==> src/hw/l1_macros.svh <==
// Cache geometry, address split and credit count macros
`ifndef L1_MACROS_SVH
`define L1_MACROS_SVH

// Address split is tag, then set index, then byte offset
`define L1_ADDR_W      16
`define L1_OFFSET_W    4
`define L1_INDEX_W     4
`define L1_SETS        16
`define L1_TAG_W       8

// Way counts per cache
`define L1_D_WAYS      8
`define L1_I_WAYS      4
`define L1_WAY_W       3
`define L1_AGE_W       3

// Credits on both sides of the controller
`define L1_CMD_DEPTH   4
`define L1_RSP_CREDITS 2

`endif

==> src/hw/l1_pkg.sv <==
// Command, MESI state and per-way state types
`include "l1_macros.svh"

package l1_pkg;

    // Host command codes
    typedef enum logic [1:0] {
        CMD_READ  = 2'd0,
        CMD_WRITE = 2'd1,
        CMD_FETCH = 2'd2,
        CMD_INVAL = 2'd3
    } cmd_e;

    // Coherence state of one line
    typedef enum logic [1:0] {
        MESI_I = 2'd0,
        MESI_S = 2'd1,
        MESI_E = 2'd2,
        MESI_M = 2'd3
    } mesi_e;

    // One way of one set, higher age is older
    typedef struct packed {
        logic [`L1_TAG_W-1:0] tag;
        mesi_e                mesi;
        logic [`L1_AGE_W-1:0] age;
    } way_state_t;

endpackage

==> src/hw/l1_cmd_fifo.sv <==
// Command FIFO with credit return on each released entry
`timescale 1ns/1ns
`include "l1_macros.svh"

module l1_cmd_fifo (
    input  logic                   clk_i,
    input  logic                   rst_n_i,
    input  logic                   push_i,
    input  l1_pkg::cmd_e           op_i,
    input  logic [`L1_ADDR_W-1:0]  addr_i,
    input  l1_pkg::mesi_e          mesi_i,
    input  logic                   pop_i,
    output logic                   head_valid_o,
    output l1_pkg::cmd_e           head_op_o,
    output logic [`L1_ADDR_W-1:0]  head_addr_o,
    output l1_pkg::mesi_e          head_mesi_o,
    output logic                   credit_o
);
    localparam int DEPTH = `L1_CMD_DEPTH;
    localparam int PTR_W = $clog2(DEPTH);
    localparam int CNT_W = $clog2(DEPTH + 1);

    // One entry slot per host credit
    l1_pkg::cmd_e          op_mem   [DEPTH];
    logic [`L1_ADDR_W-1:0] addr_mem [DEPTH];
    l1_pkg::mesi_e         mesi_mem [DEPTH];

    logic [PTR_W-1:0] wr_ptr_q;
    logic [PTR_W-1:0] rd_ptr_q;
    logic [CNT_W-1:0] count_q;

    // Payload lands in the slot at the write pointer
    always_ff @(posedge clk_i) begin
        if (push_i) begin
            op_mem[wr_ptr_q]   <= op_i;
            addr_mem[wr_ptr_q] <= addr_i;
            mesi_mem[wr_ptr_q] <= mesi_i;
        end
    end

    // Pointers and occupancy
    always_ff @(posedge clk_i) begin
        if (!rst_n_i) begin
            wr_ptr_q <= '0;
            rd_ptr_q <= '0;
            count_q  <= '0;
        end else begin
            if (push_i) begin
                wr_ptr_q <= (wr_ptr_q == PTR_W'(DEPTH - 1)) ? '0 : wr_ptr_q + 1'b1;
            end
            if (pop_i) begin
                rd_ptr_q <= (rd_ptr_q == PTR_W'(DEPTH - 1)) ? '0 : rd_ptr_q + 1'b1;
            end
            // Simultaneous push and pop leaves the count alone
            if (push_i && !pop_i) begin
                count_q <= count_q + 1'b1;
            end else if (pop_i && !push_i) begin
                count_q <= count_q - 1'b1;
            end
        end
    end

    // Credit goes back to the host one cycle after the pop
    always_ff @(posedge clk_i) begin
        if (!rst_n_i) begin
            credit_o <= 1'b0;
        end else begin
            credit_o <= pop_i;
        end
    end

    // Head is read straight from the slot array
    assign head_valid_o = (count_q != '0);
    assign head_op_o    = op_mem[rd_ptr_q];
    assign head_addr_o  = addr_mem[rd_ptr_q];
    assign head_mesi_o  = mesi_mem[rd_ptr_q];

endmodule

==> src/hw/l1_way_select.sv <==
// Tag compare, hit way and LRU victim choice over one set
`timescale 1ns/1ns
`include "l1_macros.svh"

module l1_way_select #(
    parameter int WAYS = 4
) (
    input  logic [`L1_TAG_W-1:0] tag_i,
    input  l1_pkg::way_state_t   ways_i [WAYS],
    output logic                 hit_o,
    output logic [`L1_WAY_W-1:0] way_o
);
    localparam int WAY_W = `L1_WAY_W;

    logic [WAYS-1:0]      match;
    logic [WAY_W-1:0]     hit_way;
    logic                 found_inval;
    logic [WAY_W-1:0]     inval_way;
    logic [`L1_AGE_W-1:0] inval_age;
    logic [WAY_W-1:0]     old_way;
    logic [`L1_AGE_W-1:0] old_age;

    // A way hits only when its tag matches and it holds a valid line
    always_comb begin
        for (int w = 0; w < WAYS; w++) begin
            match[w] = (ways_i[w].tag == tag_i) && (ways_i[w].mesi != l1_pkg::MESI_I);
        end
    end

    // Lowest matching way, scanned from the top so the last hit wins
    always_comb begin
        hit_way = '0;
        for (int w = WAYS - 1; w >= 0; w--) begin
            if (match[w]) begin
                hit_way = WAY_W'(w);
            end
        end
    end

    // Victim search, strict compare keeps ties on the lower index
    always_comb begin
        found_inval = 1'b0;
        inval_way   = '0;
        inval_age   = '0;
        old_way     = '0;
        old_age     = ways_i[0].age;
        for (int w = 0; w < WAYS; w++) begin
            if (ways_i[w].age > old_age) begin
                old_way = WAY_W'(w);
                old_age = ways_i[w].age;
            end
            // Invalid ways are preferred over any valid one
            if (ways_i[w].mesi == l1_pkg::MESI_I) begin
                if (!found_inval || (ways_i[w].age > inval_age)) begin
                    found_inval = 1'b1;
                    inval_way   = WAY_W'(w);
                    inval_age   = ways_i[w].age;
                end
            end
        end
    end

    assign hit_o = |match;

    // Hit way first, then oldest invalid, then oldest overall
    always_comb begin
        if (hit_o) begin
            way_o = hit_way;
        end else if (found_inval) begin
            way_o = inval_way;
        end else begin
            way_o = old_way;
        end
    end

endmodule

==> src/hw/l1_set_store.sv <==
// Per-cache tag, MESI and age arrays with true LRU aging
`timescale 1ns/1ns
`include "l1_macros.svh"

module l1_set_store #(
    parameter int WAYS = 4
) (
    input  logic                   clk_i,
    input  logic                   rst_n_i,
    input  logic [`L1_INDEX_W-1:0] index_i,
    output l1_pkg::way_state_t     ways_o [WAYS],
    input  logic                   wr_i,
    input  logic [`L1_WAY_W-1:0]   wr_way_i,
    input  logic [`L1_TAG_W-1:0]   wr_tag_i,
    input  l1_pkg::mesi_e          wr_mesi_i,
    input  logic                   age_i
);
    localparam int SETS  = `L1_SETS;
    localparam int AGE_W = `L1_AGE_W;
    localparam int IDX_W = $clog2(WAYS);

    // State of every way in every set
    l1_pkg::way_state_t sets_q [SETS][WAYS];

    logic [IDX_W-1:0] wr_idx;
    logic [AGE_W-1:0] wr_age;

    // Only the low bits address a way in the smaller cache
    assign wr_idx = wr_way_i[IDX_W-1:0];

    // Age of the written way before this access
    assign wr_age = sets_q[index_i][wr_idx].age;

    // Read port is combinational on the set index
    always_comb begin
        for (int w = 0; w < WAYS; w++) begin
            ways_o[w] = sets_q[index_i][w];
        end
    end

    always_ff @(posedge clk_i) begin
        if (!rst_n_i) begin
            // All ways empty, ages start as a permutation equal to the way number
            for (int s = 0; s < SETS; s++) begin
                for (int w = 0; w < WAYS; w++) begin
                    sets_q[s][w].tag  <= '0;
                    sets_q[s][w].mesi <= l1_pkg::MESI_I;
                    sets_q[s][w].age  <= AGE_W'(w);
                end
            end
        end else if (wr_i) begin
            sets_q[index_i][wr_idx].tag  <= wr_tag_i;
            sets_q[index_i][wr_idx].mesi <= wr_mesi_i;
            if (age_i) begin
                // Ways more recent than the touched one slide back by one
                for (int w = 0; w < WAYS; w++) begin
                    if (w == int'(wr_idx)) begin
                        sets_q[index_i][w].age <= '0;
                    end else if (sets_q[index_i][w].age < wr_age) begin
                        sets_q[index_i][w].age <= sets_q[index_i][w].age + 1'b1;
                    end
                end
            end
        end
    end

endmodule

==> src/hw/l1_lookup.sv <==
// Lookup stage with cache routing, array write-back and response credits
`timescale 1ns/1ns
`include "l1_macros.svh"

module l1_lookup (
    input  logic                  clk_i,
    input  logic                  rst_n_i,
    input  logic                  head_valid_i,
    input  l1_pkg::cmd_e          head_op_i,
    input  logic [`L1_ADDR_W-1:0] head_addr_i,
    input  l1_pkg::mesi_e         head_mesi_i,
    output logic                  head_pop_o,
    input  logic                  rsp_credit_i,
    output logic                  rsp_valid_o,
    output logic                  rsp_hit_o,
    output logic [`L1_WAY_W-1:0]  rsp_way_o,
    output logic                  rsp_evict_valid_o,
    output logic [`L1_TAG_W-1:0]  rsp_evict_tag_o,
    output l1_pkg::mesi_e         rsp_evict_mesi_o
);
    localparam int I_IDX_W = $clog2(`L1_I_WAYS);
    localparam int D_IDX_W = $clog2(`L1_D_WAYS);
    localparam int CRED_W  = $clog2(`L1_RSP_CREDITS + 1);

    logic [`L1_TAG_W-1:0]   tag;
    logic [`L1_INDEX_W-1:0] index;
    logic                   is_fetch;
    logic                   is_inval;

    l1_pkg::way_state_t   i_ways [`L1_I_WAYS];
    l1_pkg::way_state_t   d_ways [`L1_D_WAYS];
    logic                 i_hit;
    logic                 d_hit;
    logic [`L1_WAY_W-1:0] i_way;
    logic [`L1_WAY_W-1:0] d_way;

    logic                 sel_hit;
    logic [`L1_WAY_W-1:0] sel_way;
    l1_pkg::way_state_t   victim;
    logic                 i_wr;
    logic                 d_wr;
    logic                 do_age;
    logic [CRED_W-1:0]    credit_q;

    // Byte offset bits are not part of the lookup
    assign tag   = head_addr_i[`L1_ADDR_W-1 -: `L1_TAG_W];
    assign index = head_addr_i[`L1_OFFSET_W +: `L1_INDEX_W];

    // Fetch goes to the I-cache, everything else including invalidate to the D-cache
    assign is_fetch = (head_op_i == l1_pkg::CMD_FETCH);
    assign is_inval = (head_op_i == l1_pkg::CMD_INVAL);

    // A credit returned this cycle can be spent right away
    assign head_pop_o = head_valid_i && ((credit_q != '0) || rsp_credit_i);

    // Invalidate misses leave the arrays alone, invalidate hits skip aging
    assign i_wr   = head_pop_o && is_fetch;
    assign d_wr   = head_pop_o && !is_fetch && !(is_inval && !d_hit);
    assign do_age = !is_inval;

    l1_set_store #(.WAYS(`L1_I_WAYS)) u_i_store (
        .clk_i     (clk_i),
        .rst_n_i   (rst_n_i),
        .index_i   (index),
        .ways_o    (i_ways),
        .wr_i      (i_wr),
        .wr_way_i  (i_way),
        .wr_tag_i  (tag),
        .wr_mesi_i (head_mesi_i),
        .age_i     (do_age)
    );

    l1_set_store #(.WAYS(`L1_D_WAYS)) u_d_store (
        .clk_i     (clk_i),
        .rst_n_i   (rst_n_i),
        .index_i   (index),
        .ways_o    (d_ways),
        .wr_i      (d_wr),
        .wr_way_i  (d_way),
        .wr_tag_i  (tag),
        .wr_mesi_i (head_mesi_i),
        .age_i     (do_age)
    );

    l1_way_select #(.WAYS(`L1_I_WAYS)) u_i_select (
        .tag_i  (tag),
        .ways_i (i_ways),
        .hit_o  (i_hit),
        .way_o  (i_way)
    );

    l1_way_select #(.WAYS(`L1_D_WAYS)) u_d_select (
        .tag_i  (tag),
        .ways_i (d_ways),
        .hit_o  (d_hit),
        .way_o  (d_way)
    );

    // Result of the addressed cache, victim is the old content of the chosen way
    assign sel_hit = is_fetch ? i_hit : d_hit;
    assign sel_way = is_fetch ? i_way : d_way;
    assign victim  = is_fetch ? i_ways[i_way[I_IDX_W-1:0]] : d_ways[d_way[D_IDX_W-1:0]];

    // Control part of the response
    always_ff @(posedge clk_i) begin
        if (!rst_n_i) begin
            rsp_valid_o       <= 1'b0;
            rsp_evict_valid_o <= 1'b0;
        end else begin
            rsp_valid_o <= head_pop_o;
            // Nothing is evicted on a hit, on an empty victim or on an invalidate miss
            rsp_evict_valid_o <= head_pop_o && !sel_hit && !is_inval &&
                                 (victim.mesi != l1_pkg::MESI_I);
        end
    end

    // Response payload
    always_ff @(posedge clk_i) begin
        if (head_pop_o) begin
            rsp_hit_o        <= sel_hit;
            rsp_way_o        <= sel_way;
            rsp_evict_tag_o  <= victim.tag;
            rsp_evict_mesi_o <= victim.mesi;
        end
    end

    // Response credits held by the DUT
    always_ff @(posedge clk_i) begin
        if (!rst_n_i) begin
            credit_q <= CRED_W'(`L1_RSP_CREDITS);
        end else if (head_pop_o && !rsp_credit_i) begin
            credit_q <= credit_q - 1'b1;
        end else if (rsp_credit_i && !head_pop_o) begin
            credit_q <= credit_q + 1'b1;
        end
    end

endmodule

==> src/hw/l1_split_cache.sv <==
// Split L1 tag controller top with command FIFO and lookup stage
`timescale 1ns/1ns
`include "l1_macros.svh"

module l1_split_cache (
    input  logic                  clk_i,
    input  logic                  rst_n_i,
    input  logic                  cmd_valid_i,
    input  l1_pkg::cmd_e          cmd_op_i,
    input  logic [`L1_ADDR_W-1:0] cmd_addr_i,
    input  l1_pkg::mesi_e         cmd_mesi_i,
    output logic                  cmd_credit_o,
    output logic                  rsp_valid_o,
    output logic                  rsp_hit_o,
    output logic [`L1_WAY_W-1:0]  rsp_way_o,
    output logic                  rsp_evict_valid_o,
    output logic [`L1_TAG_W-1:0]  rsp_evict_tag_o,
    output l1_pkg::mesi_e         rsp_evict_mesi_o,
    input  logic                  rsp_credit_i
);
    // Head of the queue as seen by the lookup stage
    logic                  head_valid;
    l1_pkg::cmd_e          head_op;
    logic [`L1_ADDR_W-1:0] head_addr;
    l1_pkg::mesi_e         head_mesi;
    logic                  head_pop;

    // Host credits bound the queue, so every valid command is pushed
    l1_cmd_fifo u_cmd_fifo (
        .clk_i        (clk_i),
        .rst_n_i      (rst_n_i),
        .push_i       (cmd_valid_i),
        .op_i         (cmd_op_i),
        .addr_i       (cmd_addr_i),
        .mesi_i       (cmd_mesi_i),
        .pop_i        (head_pop),
        .head_valid_o (head_valid),
        .head_op_o    (head_op),
        .head_addr_o  (head_addr),
        .head_mesi_o  (head_mesi),
        .credit_o     (cmd_credit_o)
    );

    // One command per cycle at most, gated by response credits
    l1_lookup u_lookup (
        .clk_i             (clk_i),
        .rst_n_i           (rst_n_i),
        .head_valid_i      (head_valid),
        .head_op_i         (head_op),
        .head_addr_i       (head_addr),
        .head_mesi_i       (head_mesi),
        .head_pop_o        (head_pop),
        .rsp_credit_i      (rsp_credit_i),
        .rsp_valid_o       (rsp_valid_o),
        .rsp_hit_o         (rsp_hit_o),
        .rsp_way_o         (rsp_way_o),
        .rsp_evict_valid_o (rsp_evict_valid_o),
        .rsp_evict_tag_o   (rsp_evict_tag_o),
        .rsp_evict_mesi_o  (rsp_evict_mesi_o)
    );

endmodule

==> config.mk <==
export PLATFORM = sky130hd
export DESIGN_NAME = l1_split_cache
export DESIGN_NICKNAME = d
export VERILOG_FILES = /design/src/hw/l1_pkg.sv /design/src/hw/l1_cmd_fifo.sv /design/src/hw/l1_way_select.sv /design/src/hw/l1_set_store.sv /design/src/hw/l1_lookup.sv /design/src/hw/l1_split_cache.sv
export VERILOG_INCLUDE_DIRS = /design/src /design/src/hw
export SDC_FILE = /design/constraint.sdc
export NUM_CORES = 2
export LEC_CHECK = 0
export BUFFER_PORTS_ARGS = -buffer_cell sky130_fd_sc_hd__buf_2
export CORE_UTILIZATION = 58
export CTS_BUF_LIST = sky130_fd_sc_hd__clkbuf_4 sky130_fd_sc_hd__clkbuf_8 sky130_fd_sc_hd__clkbuf_16
export DETAILED_ROUTE_END_ITERATION = 8
export PLACE_DENSITY = 0.77
export SLEW_MARGIN = 25
export SYNTH_ARGS = -nofsm -noshare
export SYNTH_HDL_FRONTEND = slang
export SYNTH_SLANG_ARGS = --single-unit
==> constraint.sdc <==
create_clock -name clk_i -period 14.85 [get_ports clk_i]
set_clock_uncertainty 0.2 [all_clocks]
set_input_delay 0.7425 -clock clk_i [delete_from_list [all_inputs] [get_ports clk_i]]
set_output_delay 0.7425 -clock clk_i [all_outputs]
set_load 0.02 [all_outputs]
==> results summary <==
The run finished with clean final reports. In the routed layout, each cell is associated on average with a via count of 6.82. In this run the most critical hold path is launched from rsp_credit_i. The leftover overflow at the end of global routing is 0. For flop-to-flop paths, the worst setup slack is 180 ps. The number of antenna violations at the first check in global routing came out at 20. The synthesis-to-finish area growth came out at 14.2%. The stage delay of the slowest cell on the critical path came out at 790 ps. The CTS sink count is 2587.

By area the synthesized netlist is led by sky130_fd_sc_hd__edfxtp_1, sky130_fd_sc_hd__mux4_2, sky130_fd_sc_hd__nor2_1. The setup slack after placement is -374 ps. The largest total area in the synthesized netlist belongs to sky130_fd_sc_hd__edfxtp_1.

Setup repair after global routing could not meet its margin everywhere. The type of the tightest min-delay check is in -> reg. The timing-limited maximum frequency came out at 68.2 MHz. The cell depth of the worst hold path came out at 5.

The number of buffers added by the clock tree synthesis step came out at 280. The reg-to-reg endpoint is u_lookup.rsp_evict_tag_o[5]. The final critical-path share of the clock period is 0.988.

The vertical extent of the die came out at 466 um. The area of placed instances came out at 132000 um2. The instance count after placement with tap cells included came out at 12500. The number of max-slew violations in the final report is 0. The post-layout net count came out at 10100. The number of synthesis warnings came out at 0. Yosys mapped a number of flops with a built-in enable equal to 2574.

The layout cell share with drive strength beyond 1 came out at 0.206. The first routing iteration left 14800 violations. Each instance of the synthesized netlist takes up on average 12.8 um2.

The number of buffer cells added on primary ports came out at 36. For this design the top-level I/O count stands at 41. Dividing the detail-routed wire length by the instance count gives 30.6 um. After clock tree synthesis, the clock-pin slew on the worst setup and hold paths is 60 ps.

The H-tree was split into 5 levels. The data required time at the worst endpoint came out at 15290 ps. The most used flip-flop cell after synthesis is sky130_fd_sc_hd__edfxtp_1. The weighted congestion reported at the end of routability-driven placement is 0.966.

The routed design has 400000 um of wire. Along the worst path, the maximum fanout reaches 9. In the layout the commonest cells are sky130_fd_sc_hd__edfxtp_1, sky130_fd_sc_hd__nor2_1, sky130_fd_sc_hd__nand2_1, sky130_fd_sc_hd__buf_4, sky130_fd_sc_hd__mux2i_1. The global router's overall resource usage came out at 0.361. The die extent in x came out at 466 um. The via count of the first global-routing pass came out at 86200. The number of nets with antenna violations after detailed routing is 0. After synthesis the netlist holds a flip-flop and latch count of 2587. Once layout is complete, the cells apart from fillers number 13100. The area of the die came out at 217000 um2.

The final critical path time including I/O delays and setup is 14670 ps. TritonCTS built the clock tree. The wire length of the first global-routing pass is 571000 um. The number of iterations in the first detailed-routing pass came out at 9. After detailed routing, the number of remaining DRC violations is 0.

CTS placed an instance of sky130_fd_sc_hd__clkbuf_16 at the clock tree root. The worst hold path terminates at u_lookup.credit_q[1]. In the synthesized netlist the async set-or-reset flop fraction comes to 0.

After routing the design area is 143000 um2. The tool flagged a number of max-cap violations equal to 0. The area share of the largest cell type after synthesis is 0.619.

Entering global routing, the biggest net connects 118 pins. The data arrival time of the critical path is 15120 ps. The count of cell types in the netlist is 109. The fraction of the yosys area taken by sequential cells is 0.621. In this run the critical register-to-register path is launched from u_cmd_fifo.addr_mem[0][4]. The transition at the pin with the smallest max-transition slack is 1270 ps. The setup slack of the critical path after layout came out at 179 ps.

The net count after synthesis came out at 9888. The area inside the core boundary came out at 213000 um2. The synthesized netlist cell count is 9780.

The effective utilization at floorplan came out at 0.586. The half-perimeter wire length of the detailed placement result came out at 253000 um. The most common library cell in the layout ignoring fill and taps is sky130_fd_sc_hd__edfxtp_1.

The later pin in the worst-skew pair is clocked with a latency of 950 ps. STA classifies the critical path endpoint as a register. The relative slew slack came out at 0.153. The clock passes through at most 4 buffers. The critical path startpoint category is a register. The final count of hold timing violations is 0.

The standard cell with the maximum stage delay on the critical path is sky130_fd_sc_hd__mux4_4. The number of cells on the worst reg-to-reg path came out at 61. The initialized floorplan defines 169 standard-cell rows. The post-synthesis instance area came out at 125000 um2.

The critical path in this run is classified as reg -> reg. Setup violations remaining at the end of the flow were counted as 0. Across all layers, the routed design uses 89000 vias.
repair_timing:
action                                  CTS  global route
pin swaps                                 1            25
cloned                                    0            12
resized for setup                        43           171
setup endpoints to repair              1231          3339
hold buffers                             18             0
endpoints found under the hold margin    67             0
setup buffers                             4            17
flip-flops by register name (all words and copies together), names as in the netlist, 2 cells and up, named ones only:
signal,count
u_cmd_fifo.op_mem,8
u_lookup.credit_q,2
u_cmd_fifo.count_q,3
u_lookup.rsp_evict_tag_o,8
u_cmd_fifo.wr_ptr_q,2
u_lookup.u_i_store.sets_q,832
u_lookup.u_d_store.sets_q,1664
u_lookup.rsp_way_o,3
u_cmd_fifo.rd_ptr_q,2
u_lookup.rsp_evict_mesi_o,2
u_cmd_fifo.addr_mem,48
u_cmd_fifo.mesi_mem,8
worst max path at each step:
stage / start / endpoint / slack, ps / depth (start not counted)
floorplan: register / u_lookup.u_d_store.sets_q[0][39] / -20 / 73
global placement: register / u_lookup.u_d_store.sets_q[9][40] / -500 / 68
detailed placement: register / u_lookup.u_d_store.sets_q[0][40] / -370 / 68
CTS: register / u_lookup.u_d_store.sets_q[14][14] / 0.04 / 70
global route: u_cmd_fifo.addr_mem[0][4] / u_lookup.u_d_store.sets_q[14][41] / -70 / 64
finish: u_cmd_fifo.addr_mem[0][4] / u_lookup.rsp_evict_tag_o[5] / 180 / 61
metal layers:
| layer | up-vias | GRT usage | wire [um] |
|---|---|---|---|
| li1 | 36300 | - | - |
| met1 | 43700 | 0.463 | 134000 |
| met2 | 7438 | 0.549 | 181000 |
| met3 | 1553 | 0.0967 | 56900 |
| met4 | 20 | 0.226 | 28500 |
| met5 | - | 0.00373 | 240 |
through the flow:
stage	hold WS [ps]	setup TNS, ps	utilization
after floorplan	265	-361	-
after global placement	273	-396490	0.621
after detailed placement	299	-49830	0.621
after CTS	142	0	0.663
after global routing	199	-3360	0.669
final	170	0	0.669
cells by family (layout without fill, tap and decap cells):
group	Yosys count	after routing	synth area share
AO/OA/AOI/OAI	928	928	0.0518
XOR/XNOR	184	184	0.0129
adder cells (fa/ha/maj)	98	98	0.00963
buffers and inverters	1039	1477	0.0381
flip-flops	2587	2587	0.621
multiplexers	1218	1218	0.144
other	0	17	0
AND/OR/NAND/NOR	3726	3726	0.122
worst max-delay path, delay by kind of cell (launching register included):
kind | cells | cell delay, ps
compound gates | 24 | 5260
simple gates | 7 | 890
fa+ha+maj | 7 | 1930
flops | 1 | 420
buf+inv | 11 | 1850
mux | 12 | 3800
cell usage after synthesis (26+ instances only):
library cell	instances
sky130_fd_sc_hd__edfxtp_1	2574
sky130_fd_sc_hd__nor2_1	2207
sky130_fd_sc_hd__nand2_1	883
sky130_fd_sc_hd__mux2i_1	710
sky130_fd_sc_hd__clkbuf_1	626
sky130_fd_sc_hd__mux4_2	455
sky130_fd_sc_hd__buf_2	187
sky130_fd_sc_hd__o21ai_0	187
sky130_fd_sc_hd__xnor2_1	163
sky130_fd_sc_hd__nand3_1	161
sky130_fd_sc_hd__a22oi_1	141
sky130_fd_sc_hd__a21oi_1	136
sky130_fd_sc_hd__nor3_1	136
sky130_fd_sc_hd__inv_1	84
sky130_fd_sc_hd__ha_1	83
sky130_fd_sc_hd__buf_6	57
sky130_fd_sc_hd__and3_1	56
sky130_fd_sc_hd__buf_4	51
sky130_fd_sc_hd__a31oi_1	50
sky130_fd_sc_hd__mux2_2	48
sky130_fd_sc_hd__and2_1	46
sky130_fd_sc_hd__nor4_1	46
sky130_fd_sc_hd__o21ai_1	41
sky130_fd_sc_hd__nand4_1	39
sky130_fd_sc_hd__a211oi_1	38
sky130_fd_sc_hd__o31ai_1	33
sky130_fd_sc_hd__buf_1	29
sky130_fd_sc_hd__a32oi_1	26
sky130_fd_sc_hd__nand2b_1	26
area by class of cell:
| cell class | instances | area (um2) |
|---|---|---|
| Sequential cell | 2587 | 77600 |
| Clock inverter | 128 | 1090 |
| Fill cell | 14300 | 70400 |
| Inverter | 89 | 334 |
| Timing Repair Buffer | 919 | 8440 |
| Tap cell | 2821 | 3530 |
| Antenna cell | 17 | 42.5 |
| Multi-Input combinational cell | 6154 | 44000 |
| Clock buffer | 341 | 7520 |
Power is left out: the tool's default activity adds up to more than one toggle a clock period on the data nets, which glitch-free logic cannot reach.
